==> src/design/scheduler_settings.svh <==
//////////////////////////////////////////////////
// Scheduler sizing macros.
// Lane counts, queue depth and register count.
//////////////////////////////////////////////////

`ifndef SCHEDULER_SETTINGS_SVH
`define SCHEDULER_SETTINGS_SVH

// Instructions written into the queue per cycle.
`define SCHED_DISPATCH_WIDTH 2

// Register wakeup lanes from the execution pipeline.
`define SCHED_WAKEUP_WIDTH 2

// Extra wakeup vector lanes for issued stores.
`define SCHED_STORE_ISSUE_WIDTH 1

// Issue queue depth.
`define SCHED_ENTRY_NUM 8

// Physical register file size.
`define SCHED_PREG_NUM 16

// Source operands per instruction.
`define SCHED_SRC_NUM 2

`endif

==> src/design/SchedulerTypes.sv <==
//////////////////////////////////////////////////
// Scheduler types package.
// Register tags, entry types, dispatch and
// wakeup bundles, grant record.
//////////////////////////////////////////////////

`include "scheduler_settings.svh"

package SchedulerTypes;

    // Basic index and mask types.
    typedef logic [$clog2(`SCHED_PREG_NUM)-1:0] PRegNum;
    typedef logic [$clog2(`SCHED_ENTRY_NUM)-1:0] EntryIndex;
    typedef logic [`SCHED_ENTRY_NUM-1:0] EntryVector;

    // Physical register with its valid bit.
    typedef struct packed {
        logic valid;
        PRegNum num;
    } RegTag;

    // One dispatched instruction.
    typedef struct packed {
        RegTag dst;
        RegTag [`SCHED_SRC_NUM-1:0] src;
        EntryIndex [`SCHED_SRC_NUM-1:0] srcPtr;  // producer entry per source
        logic isStore;
        logic isLoad;
        logic memDependPred;
    } DispatchOp;

    // Broadcast from the execution pipeline.
    typedef struct packed {
        RegTag [`SCHED_WAKEUP_WIDTH-1:0] regTag;
        EntryVector [`SCHED_WAKEUP_WIDTH+`SCHED_STORE_ISSUE_WIDTH-1:0] vector;
    } WakeupIn;

    typedef struct packed {
        logic valid;
        EntryIndex index;
    } IssueGrant;

endpackage

==> src/design/IssueScheduler.sv <==
//////////////////////////////////////////////////
// Issue scheduler top level.
// Wakeup logic feeding the issue selector.
//////////////////////////////////////////////////

`timescale 1ns/1ns

`include "scheduler_settings.svh"

module IssueScheduler (
    input  logic clk,
    input  logic rstN,
    input  logic stall,
    input  logic dispatch,
    input  SchedulerTypes::DispatchOp [`SCHED_DISPATCH_WIDTH-1:0] dispatchOp,
    input  SchedulerTypes::EntryIndex [`SCHED_DISPATCH_WIDTH-1:0] writePtr,
    input  logic wakeup,
    input  SchedulerTypes::WakeupIn wakeupIn,
    input  SchedulerTypes::EntryVector notIssued,
    output SchedulerTypes::IssueGrant grant
);

    // Per-entry readiness from the matrix.
    SchedulerTypes::EntryVector opReady;

    WakeupLogic wakeupLogic (
        .clk(clk),
        .rstN(rstN),
        .stall(stall),
        .dispatch(dispatch),
        .dispatchOp(dispatchOp),
        .writePtr(writePtr),
        .wakeup(wakeup),
        .wakeupIn(wakeupIn),
        .notIssued(notIssued),
        .opReady(opReady)
    );

    IssueSelect issueSelect (
        .clk(clk),
        .rstN(rstN),
        .stall(stall),
        .opReady(opReady),
        .notIssued(notIssued),
        .grant(grant)
    );

endmodule

==> src/design/IssueSelect.sv <==
//////////////////////////////////////////////////
// Issue select.
// Registered lowest-index grant among ready,
// not yet issued entries.
//////////////////////////////////////////////////

`timescale 1ns/1ns

`include "scheduler_settings.svh"

module IssueSelect (
    input  logic clk,
    input  logic rstN,
    input  logic stall,
    input  SchedulerTypes::EntryVector opReady,
    input  SchedulerTypes::EntryVector notIssued,
    output SchedulerTypes::IssueGrant grant
);

    SchedulerTypes::EntryVector candidate;
    SchedulerTypes::IssueGrant pick;

    assign candidate = opReady & notIssued;

    // Scan downward so the lowest index is assigned last.
    always_comb begin
        pick = '0;
        for (int e = `SCHED_ENTRY_NUM - 1; e >= 0; e--) begin
            if (candidate[e]) begin
                pick.valid = 1'b1;
                pick.index = SchedulerTypes::EntryIndex'(e);
            end
        end
    end

    always_ff @(posedge clk or negedge rstN) begin
        if (!rstN) begin
            grant <= '0;
        end else if (!stall) begin
            grant <= pick;
        end
    end

endmodule

==> src/design/ProducerMatrix.sv <==
//////////////////////////////////////////////////
// Producer matrix.
// One dependency row per queue entry, written on
// dispatch and cleared column-wise by wakeup.
//////////////////////////////////////////////////

`timescale 1ns/1ns

`include "scheduler_settings.svh"

module ProducerMatrix (
    input  logic clk,
    input  logic rstN,
    input  logic stall,
    input  logic dispatch,
    input  SchedulerTypes::EntryIndex [`SCHED_DISPATCH_WIDTH-1:0] writePtr,
    input  SchedulerTypes::EntryIndex [`SCHED_DISPATCH_WIDTH-1:0][`SCHED_SRC_NUM-1:0] srcPtr,
    input  logic [`SCHED_DISPATCH_WIDTH-1:0][`SCHED_SRC_NUM-1:0] srcReady,
    input  SchedulerTypes::EntryVector [`SCHED_DISPATCH_WIDTH-1:0] dependStore,
    input  SchedulerTypes::EntryVector
        [`SCHED_WAKEUP_WIDTH+`SCHED_STORE_ISSUE_WIDTH-1:0] wakeupVector,
    output SchedulerTypes::EntryVector opReady
);

    SchedulerTypes::EntryVector [`SCHED_ENTRY_NUM-1:0] rowReg;
    SchedulerTypes::EntryVector [`SCHED_ENTRY_NUM-1:0] rowNext;
    SchedulerTypes::EntryVector [`SCHED_DISPATCH_WIDTH-1:0] dispatchRow;
    SchedulerTypes::EntryVector clearMask;

    // Columns released this cycle.
    always_comb begin
        clearMask = '0;
        for (int w = 0; w < `SCHED_WAKEUP_WIDTH + `SCHED_STORE_ISSUE_WIDTH; w++) begin
            clearMask = clearMask | wakeupVector[w];
        end
    end

    // New row per lane: unready producers plus older stores.
    always_comb begin
        for (int i = 0; i < `SCHED_DISPATCH_WIDTH; i++) begin
            dispatchRow[i] = dependStore[i];
            for (int j = 0; j < `SCHED_SRC_NUM; j++) begin
                if (!srcReady[i][j]) begin
                    dispatchRow[i][srcPtr[i][j]] = 1'b1;
                end
            end
        end
    end

    always_comb begin
        rowNext = rowReg;
        if (dispatch) begin
            for (int i = 0; i < `SCHED_DISPATCH_WIDTH; i++) begin
                rowNext[writePtr[i]] = dispatchRow[i];
            end
        end
        // Wakeup clears every row, new ones too.
        for (int e = 0; e < `SCHED_ENTRY_NUM; e++) begin
            rowNext[e] = rowNext[e] & ~clearMask;
        end
    end

    always_ff @(posedge clk or negedge rstN) begin
        if (!rstN) begin
            rowReg <= '0;
        end else if (!stall) begin
            rowReg <= rowNext;
        end
    end

    // Ready once nothing is left to wait on.
    always_comb begin
        for (int e = 0; e < `SCHED_ENTRY_NUM; e++) begin
            opReady[e] = ~|rowReg[e];
        end
    end

endmodule

==> src/design/ReadyBitTable.sv <==
//////////////////////////////////////////////////
// Ready bit table for physical registers.
// Dispatch clears, wakeup sets, lookup bypasses
// the current cycle's wakeup tags.
//////////////////////////////////////////////////

`timescale 1ns/1ns

`include "scheduler_settings.svh"

module ReadyBitTable (
    input  logic clk,
    input  logic rstN,
    input  logic stall,
    input  logic wakeup,
    input  SchedulerTypes::RegTag [`SCHED_WAKEUP_WIDTH-1:0] wakeupTag,
    input  logic dispatch,
    input  SchedulerTypes::DispatchOp [`SCHED_DISPATCH_WIDTH-1:0] dispatchOp,
    output logic [`SCHED_DISPATCH_WIDTH-1:0][`SCHED_SRC_NUM-1:0] srcReady
);

    logic [`SCHED_PREG_NUM-1:0] readyReg;
    logic [`SCHED_PREG_NUM-1:0] readyNext;
    logic [`SCHED_PREG_NUM-1:0] wokenMask;

    // Registers produced in this cycle.
    always_comb begin
        wokenMask = '0;
        if (wakeup) begin
            for (int w = 0; w < `SCHED_WAKEUP_WIDTH; w++) begin
                if (wakeupTag[w].valid) begin
                    wokenMask[wakeupTag[w].num] = 1'b1;
                end
            end
        end
    end

    // Wakeup first, then dispatch so a new destination wins.
    always_comb begin
        readyNext = readyReg | wokenMask;
        if (dispatch) begin
            for (int i = 0; i < `SCHED_DISPATCH_WIDTH; i++) begin
                if (dispatchOp[i].dst.valid) begin
                    readyNext[dispatchOp[i].dst.num] = 1'b0;
                end
            end
        end
    end

    always_ff @(posedge clk or negedge rstN) begin
        if (!rstN) begin
            readyReg <= '1;
        end else if (!stall) begin
            readyReg <= readyNext;
        end
    end

    // Source lookup with wakeup bypass.
    always_comb begin
        for (int i = 0; i < `SCHED_DISPATCH_WIDTH; i++) begin
            for (int j = 0; j < `SCHED_SRC_NUM; j++) begin
                srcReady[i][j] = readyReg[dispatchOp[i].src[j].num]
                               | wokenMask[dispatchOp[i].src[j].num];
            end
        end
    end

endmodule

==> src/design/WakeupLogic.sv <==
//////////////////////////////////////////////////
// Wakeup logic.
// Ready bit table and producer matrix, plus the
// store bit vector for predicted load ordering.
//////////////////////////////////////////////////

`timescale 1ns/1ns

`include "scheduler_settings.svh"

module WakeupLogic (
    input  logic clk,
    input  logic rstN,
    input  logic stall,
    input  logic dispatch,
    input  SchedulerTypes::DispatchOp [`SCHED_DISPATCH_WIDTH-1:0] dispatchOp,
    input  SchedulerTypes::EntryIndex [`SCHED_DISPATCH_WIDTH-1:0] writePtr,
    input  logic wakeup,
    input  SchedulerTypes::WakeupIn wakeupIn,
    input  SchedulerTypes::EntryVector notIssued,
    output SchedulerTypes::EntryVector opReady
);

    logic [`SCHED_DISPATCH_WIDTH-1:0][`SCHED_SRC_NUM-1:0] tableReady;
    logic [`SCHED_DISPATCH_WIDTH-1:0][`SCHED_SRC_NUM-1:0] srcReady;
    SchedulerTypes::EntryIndex [`SCHED_DISPATCH_WIDTH-1:0][`SCHED_SRC_NUM-1:0] srcPtr;
    SchedulerTypes::EntryVector
        [`SCHED_WAKEUP_WIDTH+`SCHED_STORE_ISSUE_WIDTH-1:0] wakeupVector;
    SchedulerTypes::EntryVector [`SCHED_DISPATCH_WIDTH-1:0] dependStore;
    SchedulerTypes::EntryVector storeVecReg;
    SchedulerTypes::EntryVector storeVecNext;

    ReadyBitTable readyBitTable (
        .clk(clk),
        .rstN(rstN),
        .stall(stall),
        .wakeup(wakeup),
        .wakeupTag(wakeupIn.regTag),
        .dispatch(dispatch),
        .dispatchOp(dispatchOp),
        .srcReady(tableReady)
    );

    // An unused source never waits.
    always_comb begin
        for (int i = 0; i < `SCHED_DISPATCH_WIDTH; i++) begin
            for (int j = 0; j < `SCHED_SRC_NUM; j++) begin
                srcReady[i][j] = tableReady[i][j] | ~dispatchOp[i].src[j].valid;
                srcPtr[i][j] = dispatchOp[i].srcPtr[j];
            end
        end
    end

    // Vectors only count while the wakeup strobe is up.
    always_comb begin
        for (int w = 0; w < `SCHED_WAKEUP_WIDTH + `SCHED_STORE_ISSUE_WIDTH; w++) begin
            wakeupVector[w] = wakeup ? wakeupIn.vector[w] : '0;
        end
    end

    // Lanes in program order, so a load sees stores from lower lanes.
    always_comb begin
        storeVecNext = storeVecReg & notIssued;
        for (int i = 0; i < `SCHED_DISPATCH_WIDTH; i++) begin
            dependStore[i] = '0;
            if (dispatch && dispatchOp[i].isStore) begin
                storeVecNext[writePtr[i]] = 1'b1;
            end else if (dispatchOp[i].isLoad && dispatchOp[i].memDependPred) begin
                dependStore[i] = storeVecNext;
            end
        end
    end

    always_ff @(posedge clk or negedge rstN) begin
        if (!rstN) begin
            storeVecReg <= '0;
        end else if (!stall) begin
            storeVecReg <= storeVecNext;
        end
    end

    ProducerMatrix producerMatrix (
        .clk(clk),
        .rstN(rstN),
        .stall(stall),
        .dispatch(dispatch),
        .writePtr(writePtr),
        .srcPtr(srcPtr),
        .srcReady(srcReady),
        .dependStore(dependStore),
        .wakeupVector(wakeupVector),
        .opReady(opReady)
    );

endmodule

==> config.mk <==
export PLATFORM = sky130hd
export DESIGN_NAME = IssueScheduler
export DESIGN_NICKNAME = d
export VERILOG_FILES = /design/src/design/SchedulerTypes.sv /design/src/design/IssueScheduler.sv /design/src/design/IssueSelect.sv /design/src/design/ProducerMatrix.sv /design/src/design/ReadyBitTable.sv /design/src/design/WakeupLogic.sv
export VERILOG_INCLUDE_DIRS = /design/src /design/src/design
export SDC_FILE = /design/constraint.sdc
export NUM_CORES = 1
export LEC_CHECK = 0
export BUFFER_PORTS_ARGS = -buffer_cell sky130_fd_sc_hd__buf_2
export CAP_MARGIN = 5
export CORE_MARGIN = 2
export CORE_UTILIZATION = 55
export CTS_CLUSTER_DIAMETER = 40
export DETAILED_ROUTE_END_ITERATION = 10
export GPL_TIMING_DRIVEN = 0
export PLACE_DENSITY = 0.81
export SYNTH_ARGS = -nofsm -noshare
export SYNTH_HDL_FRONTEND = slang
export SYNTH_HIERARCHICAL = 1
export SYNTH_SLANG_ARGS = --single-unit
==> constraint.sdc <==
create_clock -name clk -period 3.1 [get_ports clk]
set_input_delay 0.155 -clock clk [delete_from_list [all_inputs] [get_ports clk]]
set_output_delay 0.155 -clock clk [all_outputs]
set_load 0.02 [all_outputs]
==> results_dict.tcl <==
set metrics [dict create \
    r2r-end "wakeupLogic/producerMatrix/rowReg[17]" \
    grt_max_degree 52 \
    portBuffers 98 \
    die_h_um 134 \
    cts_tree "done" \
    yosysSeqAreaShare_pct 25.0 \
    finalInstanceArea_mm2 0.0112 \
    synthArstFlopShare_pct 100 \
    rrSetupSlack_ns -0.08 \
    coreArea_mm2 0.0165 \
    syn_area_mm2 0.00930 \
    setup_violations 12 \
    grt_pass1_wl_mm 58.9 \
    ir_drop_mv 0.314 \
    grt-ovfl-total 0 \
    worstHoldEndpoint "wakeupLogic/storeVecReg[3]" \
    postRouteAntennaNets 0 \
    fp.dieW_um 134 \
    worstHoldStart "notIssued[3]" \
    drive_above_1_share_pct 29.2 \
    multi_input_area_mm2 0.00691 \
    power_per_cell_area_mw_per_mm2 385 \
    drc_errors 0 \
    nets 1340 \
    status "finished with violations" \
    placed_cell_area_mm2 0.0101 \
    synthCells 1110 \
    slew_violations 0 \
    fillCellCount 1343 \
    violations "setup timing" \
    hold_slack_ns 0.0958 \
    timing.final.crit_period_ns 3.18 \
    detailedPlacementHpwl_mm 26.7 \
    synth.distinct_cells 95 \
    r2r_start "wakeupLogic/readyBitTable/readyReg[13]" \
    ctsRootBufferMaster "clkbuf_16" \
    cp.arrival_ns 3.45 \
    synth-edff-count 0 \
    synth_fp_nets 1211 \
    fmax_mhz 314 \
    critPathCaptureType "flip-flop" \
    max-slew-margin-rel_pct 17.6 \
    area_delta_synth_final_pct 20.1 \
    viasPerCell 7.72 \
    power.total_uw 4300 \
    rsz0062_at_grt "yes" \
    ys.flop_type "dfrtp_1" \
    seqCellArea_mm2 0.00232 \
    tightestPinTransition_ns 1.23 \
    num_io_pins 105 \
    cts-buffers-inserted 9 \
    clk_path_buf_depth 2 \
    start_util_pct 56.3 \
    setup_slack_ns -0.0803 \
    worstPathMaxFanout 10 \
    place_congestion 1.04 \
    grtUsageTotal_pct 42.9 \
    avgRoutedWirePerCell_um 26.7 \
    drt_iter0_drc 2250 \
    htreeDepth 3 \
    path_clk_slew_ns 0.07 \
    whs_path_depth 3 \
    worst-setup-path-type "reg2reg" \
    finalCritPeriodShare_pct 103 \
    worstPathRequired_ns 3.37 \
    dr.pass1.iters 10 \
    synth_seq_cells 92 \
    die_area_mm2 0.0180 \
    cts.sink_count 92 \
    cp-start-kind "flip-flop" \
    power_leakage_uw 0.00439 \
    fin_worst_skew_ns 0.0114 \
    drt-total-wl_mm 39.1 \
    hp-class "in2reg" \
    hold_viol 0 \
    drv_cap 0 \
    clk_latency_ns 0.36 \
    reg2regPathDepth 11 \
    yosysWarnings 6 \
    vias 11315 \
    syn_area_per_cell_um2 8.38 \
    grt_pass1_vias 10433 \
    row_count 47 \
    grt_antenna_before_repair 0 \
]
-- cell usage after synthesis (all sizes together) (8+ instances only) --
cell,count,area [um2]
o21ai,132,661
or3,14,87.6
nor4b,9,97.6
nor4,12,100
nor2b,17,106
or3b,8,70.1
a221oi,61,603
o22ai,31,206
nor2,53,241
nand3,31,170
dfstp,16,420
a21oi,60,327
clkbuf,29,115
inv,29,109
nor3,20,135
a22oi,10,80.1
buf,54,310
and2,34,214
nand3b,20,170
mux4,13,293
a31oi,59,369
or4,16,120
o2111ai,56,497
nand2b,84,533
o221ai,10,93.8
nand2,42,165
dfrtp,76,1900
-- report_power, final --
part / total (uW) / switching, uW / leakage (uW) / internal, uW
combinational: 1630 / 991 / 0.00304 / 639
sequential: 1550 / 166 / 0.00121 / 1390
clock: 1110 / 499 / 0.000146 / 615
total: 4300 / 1660 / 0.00439 / 2640
-- kinds of logic after synthesis --
logic type,count (synthesis),synth area share [%]
buffers and inverters,112,5.75
AOI/OAI and AO/OA,476,36.5
xor gates and xnor gates,2,0.188
DFF,92,25.0
and+or+nand+nor,407,28.5
muxes,21,4.09
-- layer usage --
metal  global-route usage (%)  wire, um  vias to the layer above
li1                         -         -                     4733
met1                     54.8     14100                     5231
met2                     61.2     15900                     1045
met3                     16.3      5840                      304
met4                     26.3      3290                        2
met5                        0        61                        -
-- layout make-up --
type,instances,area share (%)
Tap cell,220,2.46
Buffer,80,4.50
Multi-Input combinational cell,906,61.9
Inverter,29,0.975
Clock inverter,3,0.157
Antenna cell,1,0.0224
Clock buffer,13,2.43
Sequential cell,92,20.8
Timing Repair Buffer,121,6.79
-- timing repair --
action	4_1_cts	5_1_grt
setup buffers	12	7
endpoints found under the setup margin	64	64
cloned	0	2
pin swaps	15	35
gates resized for setup	32	92
hold buffers	1	0
hold endpoints to repair	25	0
-- worst max-delay path by stage --
stage                                                       from                               endpoint  slack, ns  cells after the start
after floorplan           wakeupLogic/readyBitTable/readyReg[13]   wakeupLogic/producerMatrix/rowReg[1]       0.26                     11
after global placement                              wakeupIn[30]  wakeupLogic/producerMatrix/rowReg[53]      -0.54                     13
after detailed placement  wakeupLogic/readyBitTable/readyReg[13]  wakeupLogic/producerMatrix/rowReg[53]      -0.58                     11
after CTS                 wakeupLogic/readyBitTable/readyReg[13]   wakeupLogic/producerMatrix/rowReg[7]     0.0007                     11
after global routing      wakeupLogic/readyBitTable/readyReg[13]  wakeupLogic/producerMatrix/rowReg[30]      -0.22                     12
final                     wakeupLogic/readyBitTable/readyReg[13]  wakeupLogic/producerMatrix/rowReg[17]      -0.08                     11
-- sequential cells by signal, indices dropped and copies added (netlist names) --
signal and cells:
wakeupLogic/producerMatrix/rowReg 64, wakeupLogic/storeVecReg 8, wakeupLogic/readyBitTable/readyReg 16, issueSelect/grant 4
-- stage by stage --
stage	setup TNS, ns	worst slack, ns	util (%)	cells
detailed placement	-23.74	-0.582	61.1	1429
global route	-2.54	-0.216	67.6	1464
global placement	-21.11	-0.542	60.9	1428
CTS	0	0.000701	64.1	1456
finish	-0.335	-0.0803	67.6	1465
floorplan	0	0.261	-	1110
-- cells in the final DEF (no fill, tap or decap), types with 16 or more instances in the layout --
cell / instances
a21oi_1: 47
a221oi_1: 29
a221oi_2: 31
a31oi_1: 59
and2_1: 32
buf_2: 127
buf_4: 20
clkbuf_1: 23
dfrtp_1: 76
dfstp_2: 16
inv_1: 29
nand2_1: 41
nand2b_1: 79
nand3_1: 25
nand3b_1: 17
nor2_1: 45
nor2b_1: 17
o2111ai_1: 48
o21ai_0: 100
o21ai_1: 29
o22ai_1: 29
or4_1: 16
-- critical path: stages, from the launching register on --
cell	delay, ns
dfstp_2	0.39
mux4_2	0.48
a221oi_2	0.30
o211ai_1	0.17
nor3_2	0.16
nor4_2	0.07
nand2b_4	0.22
or4b_4	0.53
nand3b_4	0.14
buf_8	0.16
o2111ai_1	0.17
a221oi_2	0.28
Power figures use the tool's default switching activity.
